==> src/rtl/eth_tx_pkg.sv <==
`default_nettype none

package eth_tx_pkg;

	//////////////////////////////
	// Sizes

	// Payload words per queue
	localparam int PAYLOAD_DEPTH = 1024;
	localparam int PAYLOAD_ADDR_BITS = $clog2(PAYLOAD_DEPTH);

	// Committed frames one header ring can hold
	localparam int HEADER_DEPTH = 16;
	localparam int HEADER_ADDR_BITS = $clog2(HEADER_DEPTH);

	// Free words a new frame needs, 1500 bytes worth
	localparam int MAX_FRAME_WORDS = 375;

	//////////////////////////////
	// Types

	// One payload word on any of the buses
	typedef logic [31:0] tx_word_t;

	// Valid bytes in a word, 1 to 4
	typedef logic [2:0] word_bytes_t;

	// Frame length in bytes
	typedef logic [15:0] byte_count_t;

	typedef logic [47:0] mac_addr_t;
	typedef logic [15:0] ethertype_t;

	// Sent and dropped frame counters
	typedef logic [63:0] perf_count_t;

	// Payload address plus wrap bit
	typedef logic [PAYLOAD_ADDR_BITS:0] word_ptr_t;

	// Layer-3 protocol tags
	localparam ethertype_t ETHERTYPE_ARP = 16'h0806;
	localparam ethertype_t ETHERTYPE_IPV4 = 16'h0800;

endpackage

`default_nettype wire

==> src/rtl/eth_tx_arbiter.sv <==
`timescale 1ns/1ps
`default_nettype none

module eth_tx_arbiter (
	input wire clk,
	input wire reset,

	// ARP queue
	input wire arp_hdr_valid,
	input wire eth_tx_pkg::byte_count_t arp_hdr_len,
	input wire eth_tx_pkg::mac_addr_t arp_hdr_mac,
	input wire eth_tx_pkg::tx_word_t arp_rd_data,
	output logic arp_rd_next,
	output logic arp_release,

	// IPv4 queue
	input wire ipv4_hdr_valid,
	input wire eth_tx_pkg::byte_count_t ipv4_hdr_len,
	input wire eth_tx_pkg::mac_addr_t ipv4_hdr_mac,
	input wire eth_tx_pkg::tx_word_t ipv4_rd_data,
	output logic ipv4_rd_next,
	output logic ipv4_release,

	// Layer-2 output to the MAC
	output logic tx_start,
	output logic tx_data_valid,
	output eth_tx_pkg::word_bytes_t tx_bytes_valid,
	output eth_tx_pkg::tx_word_t tx_data,
	output logic tx_commit,
	output eth_tx_pkg::mac_addr_t tx_dst_mac,
	output eth_tx_pkg::ethertype_t tx_ethertype
);

	typedef enum logic [1:0] {
		ARB_IDLE,
		ARB_HEADER,
		ARB_BODY,
		ARB_COMMIT
	} arb_state_t;

	arb_state_t state;

	// Set while the IPv4 queue is being served
	logic serve_ipv4;

	// Bytes still to send, including the current word
	eth_tx_pkg::byte_count_t bytes_left;
	logic last_word;

	assign last_word = (bytes_left <= 16'd4);

	//////////////////////////////
	// Priority FSM

	always_ff @(posedge clk) begin
		if (reset) begin
			state <= ARB_IDLE;
			serve_ipv4 <= 1'b0;
			bytes_left <= '0;
			tx_dst_mac <= '0;
			tx_ethertype <= '0;
		end else begin
			case (state)
				ARB_IDLE: begin
					// ARP always goes first
					if (arp_hdr_valid) begin
						serve_ipv4 <= 1'b0;
						bytes_left <= arp_hdr_len;
						tx_dst_mac <= arp_hdr_mac;
						tx_ethertype <= eth_tx_pkg::ETHERTYPE_ARP;
						state <= ARB_HEADER;
					end else if (ipv4_hdr_valid) begin
						serve_ipv4 <= 1'b1;
						bytes_left <= ipv4_hdr_len;
						tx_dst_mac <= ipv4_hdr_mac;
						tx_ethertype <= eth_tx_pkg::ETHERTYPE_IPV4;
						state <= ARB_HEADER;
					end
				end

				// Start strobe goes out here, MAC and ethertype already held
				ARB_HEADER: begin
					state <= ARB_BODY;
				end

				// One word per cycle, no back-pressure
				ARB_BODY: begin
					if (last_word) begin
						bytes_left <= '0;
						state <= ARB_COMMIT;
					end else begin
						bytes_left <= bytes_left - 16'd4;
					end
				end

				ARB_COMMIT: begin
					state <= ARB_IDLE;
				end

				default: begin
					state <= ARB_IDLE;
				end
			endcase
		end
	end

	//////////////////////////////
	// Output decode

	assign tx_start = (state == ARB_HEADER);
	assign tx_data_valid = (state == ARB_BODY);
	assign tx_commit = (state == ARB_COMMIT);

	// Short last word carries the remainder
	assign tx_bytes_valid = !tx_data_valid ? 3'd0 : (last_word ? bytes_left[2:0] : 3'd4);

	assign tx_data = !tx_data_valid ? '0 : (serve_ipv4 ? ipv4_rd_data : arp_rd_data);

	// Advance the served queue on every word
	assign arp_rd_next = tx_data_valid && !serve_ipv4;
	assign ipv4_rd_next = tx_data_valid && serve_ipv4;

	// Free the frame on its last word so the next header is ready by idle
	assign arp_release = arp_rd_next && last_word;
	assign ipv4_release = ipv4_rd_next && last_word;

	// A zero-length header would put an empty word on the bus
	a_word_has_bytes: assert property (@(posedge clk) disable iff (reset)
		tx_data_valid |-> bytes_left != '0)
		else $error("data word with no bytes left in the frame");

endmodule

`default_nettype wire

==> config.mk <==
export PLATFORM = sky130hd
export DESIGN_NAME = eth_tx_arbiter
export DESIGN_NICKNAME = d
export VERILOG_FILES = /design/src/rtl/eth_tx_pkg.sv /design/src/rtl/eth_tx_arbiter.sv
export SDC_FILE = /design/constraint.sdc
export NUM_CORES = 1
export LEC_CHECK = 0
export ABC_AREA = 1
export BUFFER_PORTS_ARGS = -buffer_cell sky130_fd_sc_hd__buf_2
export CAP_MARGIN = 5
export CORE_AREA = 2 2 119 121
export CTS_CLUSTER_SIZE = 24
export DETAILED_ROUTE_END_ITERATION = 10
export DIE_AREA = 0 0 121 123
export PLACE_DENSITY = 0.63
export SLEW_MARGIN = 25
export SYNTH_ARGS = -nofsm -noshare
export SYNTH_HDL_FRONTEND = slang
export SYNTH_SLANG_ARGS = --single-unit
==> constraint.sdc <==
create_clock -name clk -period 2.83 [get_ports clk]
set_clock_uncertainty 0.1 [all_clocks]
set_input_delay 0.1415 -clock clk [delete_from_list [all_inputs] [get_ports clk]]
set_output_delay 0.1415 -clock clk [all_outputs]
set_load 0.02 [all_outputs]
Word-level counts from Yosys, hierarchy flattened
Cells that the tools add are included.

storage, ports and cells
  register bits = 83
  bits in latches = 0
  bits in writable memories = 0
  memory bits (read-only) = 0
  bits of input ports = 196
  output and inout bits = 106
  memories kept = 0

cells by class
  add/subtract/negate cells = 1
  multiply operators = 0
  divide/modulo/power cells = 0
  magnitude comparators = 1
  equality and inequality tests = 5
  shift-type cells = 0
  multiplexer cells = 18
  bitwise logic cells = 0
  reductions and logical operators = 11

operator list
  operator                                               count
  2-to-1 mux 48 bit                                      2
  2-to-1 mux 16 bit                                      5
  2-to-1 mux 32 bit                                      2
  case mux 16 bit (2 select lines)                       1
  <= comparator 16 x 3 -> 1 bit, second input constant   1
  subtractor 16 x 3 -> 16 bit, second input constant     1
  case mux 2 bit (4 select lines)                        1
  2-to-1 mux 2 bit                                       3
  2-to-1 mux 3 bit                                       2
  AND reduction 2 bit                                    3
  equality test 2 bit, second input constant             2
  logical AND 1 bit                                      4
  nonzero test 2 bit                                     2
  inequality test 3 bit, second input constant           1
  equality test 2 x 1 -> 1 bit, second input constant    1
  zero test 2 bit                                        1
  2-to-1 mux 1 bit                                       2
  inequality test 2 x 1 -> 1 bit, second input constant  1
  zero test 1 bit                                        1

Logic depth before layout (Yosys ltp)
  depth in word-level cells = 3
  depth in mapped cells = 10

Least setup slack after synthesis
No wires, ideal clock.

  kind = register to output
  start = register state[0]
  end = output port tx_data[10]
  arrival time = 1.627 ns
  data required time = 2.589 ns
  slack = 0.961 ns
  cell stages (with the launch flop) = 7
  path buffers = 1
  path through = dfxtp_1 -> inv_1 -> ha_1 -> inv_1 -> nor2_1 -> clkbuf_1 -> a22o_1

on the way
  longest elaborated chain between the ends = 2

ends and longest elaborated chain
  what                    line                   source
  start, declared         eth_tx_arbiter.sv:41   arb_state_t state;
  start signal, assigned  eth_tx_arbiter.sv:57   state <= ARB_IDLE;
  start signal, assigned  eth_tx_arbiter.sv:71   state <= ARB_HEADER;
  start signal, assigned  eth_tx_arbiter.sv:77   state <= ARB_HEADER;
  equality test 2 bit     eth_tx_arbiter.sv:111  assign tx_data_valid = (state == ARB_BODY);
  via tx_data_valid       eth_tx_arbiter.sv:26   output logic tx_data_valid,
  2-to-1 mux 32 bit       eth_tx_arbiter.sv:117  assign tx_data = !tx_data_valid ? '0 : (serve_ipv4 ? ipv4_rd_data : arp_rd_data);
  end, declared           eth_tx_arbiter.sv:28   output eth_tx_pkg::tx_word_t tx_data,

The timed path passes the listed nets, and every way through them passes these cells.

Worst setup path in the final report
  start = register state[0]
  end = register tx_dst_mac[42]

on the way
  longest elaborated chain between the ends = 2

ends and longest elaborated chain
  what                           line                  source
  zero test 2 bit                eth_tx_arbiter.sv:63  case (state)
  AND reduction 2 bit (no line)  -
  end signal, assigned           eth_tx_arbiter.sv:69  tx_dst_mac <= arp_hdr_mac;
  end signal, assigned           eth_tx_arbiter.sv:75  tx_dst_mac <= ipv4_hdr_mac;
  end, declared                  eth_tx_arbiter.sv:30  output eth_tx_pkg::mac_addr_t tx_dst_mac,

Every way passes these cells.
A chain may end at the register's enable or synchronous reset.

==> impl_metrics.csv <==
group,metric,value,unit
detailed_routing,drt-vias-per-instance,4.75,
detailed_routing,drcViolationCount,0,
synthesis,yosys.cell_count.top_type,"nand2_1",
worst_hold_path,hold_class,"primary input to flip-flop",
grt,grt_first_pass_wirelength,23700,um
timing,finalSetupViolCount,0,
timing,fin_ws,0.322,ns
floorplan,core,13600,um^2
cts,h-tree-depth,3,
timing,tightest_slew,0.708,ns
cts,cts.sinks,69,
detailed_routing,routed_wl,16200,um
synthesis,ys_types,32,
pwr,pwr-share-comb,54.3,%
timing,finalCritPeriodShare,88.6,%
synthesis,synth_top_area_share,35.6,%
placed_design,place_inst,998,
pwr,ir_drop,0.345,mV
placed_design,place_ws,0.719,ns
synthesis,synthFlopType,"dfxtp_1",
setup_path,path_class,"flip-flop to flip-flop",
pwr,p_leak,0.00340,uW
cts,cts_tree,"done",
synthesis,synth_compound_gate_area_share,25.5,%
synthesis,synth_area_leaders,"dfxtp_1 36%, nand2_1 16%, a22o_1 7.2%, a31oi_1 6.3%, nor2_1 4.7%",
synthesis,synthCells,559,
floorplan,die_h,123,um
grt,grt_pass1_vias,4885,
cts,path_clk_slew,0.06,ns
grt,antenna_found_initial,2,
finish,final_cells,1104,
synthesis,synthTopCellsByCount,"162 x nand2_1, 69 x dfxtp_1, 49 x nor2_1",
timing,fin_crit,2.51,ns
pwr,p_per_area,871,nW/um^2
synthesis,synth-seq-area-share,35.6,%
setup_path,cp_max_fo,30,
synthesis,yosys.area_share.simple,25.0,%
synthesis,muxShareOfSynthArea,0,%
floorplan,io_pins,302,
timing,finalMaxSlewViolations,0,
timing,tns,0,ns
finish,area_growth,69.4,%
cts,clock-root-buffer,"clkbuf_16",
pwr,p_seq_share,26.1,%
floorplan,die_w,121,um
cts,clk-insertion-delay-late,0.33,ns
synthesis,yosysWarnings,0,
grt,grt_max_degree,54,
placed_design,globalplace.congestion,0.855,
cts,cts_buffers,9,
pwr,sw_frac_of_total,45.0,%
setup_path,arrival,2.69,ns
synthesis,yosys.area.top_type,"dfxtp_1",
finish,fin_nets,1119,
synthesis,postSynthAreaPerCell,6.95,um^2
timing,fmax,399,MHz
pwr,power.internal,3150,uW
setup_path,cp.required,3.01,ns
cts,cts_buffer_depth,2,
pwr,power.switching,2580,uW
timing,hold_viol_final,0,
timing,slew_headroom,52.7,%
detailed_routing,drtIter0Drc,168,
placed_design,port_buffers,288,
status,status,"completed",
detailed_routing,first_pass_iters,5,
finish,drive_gt1_share,36.3,%
floorplan,initial_core_util,28.5,%
synthesis,synth_top_family_by_area,"compound AO/OA/AOI/OAI gates",
timing,rsz0062_at_grt,"no",
detailed_routing,vias,5245,
detailed_routing,ant_nets,0,
synthesis,synth_xor_xnor_area_share,1.13,%
grt,grt_usage,20.5,%
finish,fill_cells,1363,
synthesis,synth_seq_cells,69,
floorplan,dieArea,14900,um^2
synthesis,netlist_area,3880,um^2
detailed_routing,wire_per_inst,14.7,um
flow_run,cap_violations,0,
synthesis,synthAdderAreaFrac,1.93,%
placed_design,hpwl,11100,um
synthesis,synth-edff-count,0,
pwr,power_frac_clock,19.5,%
setup_path,startpoint_type,"flip-flop",
synthesis,async_flop_share,0,%
setup_path,crit_path_end_kind,"flip-flop",
grt,overflow,0,
floorplan,rows,43,
==> critical path, cell delays in order (launching register included) <==
cell and delay (ns):
dfxtp_1 0.34, inv_1 0.09, ha_1 0.34, nand2_1 0.15
inv_2 0.34, buf_12 0.24, nand2_1 0.09, a31oi_1 0.20
dlygate4sd3_1 0.57
==> worst paths after layout <==
kind | slack, ns | from | cells past startpoint | endpoint
worst max-delay path | 0.32 | state[0] | 8 | tx_dst_mac[42]
worst min-delay path | 0.01 | arp_hdr_mac[11] | 3 | tx_dst_mac[11]
worst max register to register | 0.32 | state[0] | 8 | tx_dst_mac[42]
worst min register to register | 0.38 | bytes_left[1] | 2 | bytes_left[1]
==> per-stage QoR <==
stage               cell area, um^2  total power (uW)  hold slack, ns  util [%]
finish                         6580              5730          0.0150      48.3
global route                   6580              6180          0.0269      48.3
CTS                            6550              5690          0.0125      48.1
detailed placement             5400              4330           0.299      39.7
global placement               5400              4290           0.294      39.7
floorplan                      3930              3480           0.185         -
==> sequential cells by signal, summed over array words and instances, names as in the netlist <==
register      cells
tx_dst_mac       48
state             2
bytes_left       16
tx_ethertype      2
serve_ipv4        1
==> area by class of cell <==
type | count | area (um^2) | share of cell area, %
Sequential cell | 69 | 1380 | 21.0
Antenna cell | 2 | 5.00 | 0.0761
Timing Repair Buffer | 385 | 2390 | 36.4
Tap cell | 180 | 225 | 3.42
Inverter | 34 | 129 | 1.96
Clock inverter | 7 | 66.3 | 1.01
Multi-Input combinational cell | 418 | 2150 | 32.7
Clock buffer | 9 | 225 | 3.42
==> cell families after synthesis <==
group,after synthesis
flip-flops,69
XOR/XNOR,5
adder cells (fa/ha/maj),6
AND/OR/NAND/NOR,238
AO/OA/AOI/OAI,155
buffers and inverters,85
other,1
==> cell usage in the layout (no fill, tap or decap), types with 2 or more instances in the layout <==
cell,count
clkbuf_16,9
a22oi_1,9
a22o_1,32
nor2_2,6
dfxtp_1,69
o21ai_0,35
nand4_1,7
a21oi_1,23
buf_2,288
nand3_1,9
inv_2,4
diode_2,2
buf_4,11
conb_1,13
o21ai_1,11
a21oi_2,2
nor2_1,48
clkinv_2,5
dlygate4sd3_1,85
a31oi_1,39
inv_1,29
nand2_1,162
ha_1,6
xor2_1,4
==> power groups by stage <==
| stage | Clock [uW] | Combinational, uW | Sequential [uW] |
|---|---|---|---|
| after global placement | 0 | 2790 | 1500 |
| after global routing | 1190 | 3450 | 1540 |
| after floorplan | 0 | 1800 | 1680 |
| final | 1120 | 3110 | 1500 |
| after detailed placement | 0 | 2820 | 1500 |
| after CTS | 1140 | 3060 | 1490 |
==> layer usage <==
layer	part of all wire, %	track usage [%]	vias to the layer above
met5	0	0	-
li1	-	-	2581
met3	8.0	4.47	27
met1	38	21.9	2381
met4	3.6	11.0	0
met2	50	37.6	256
==> repair_timing <==
item	4_1_cts	5_1_grt
setup endpoints to repair	0	14
resized for setup	0	1
buffers inserted	0	2
hold endpoints to repair	48	0
hold buffers	85	0
(Power assumes the default switching activity.)
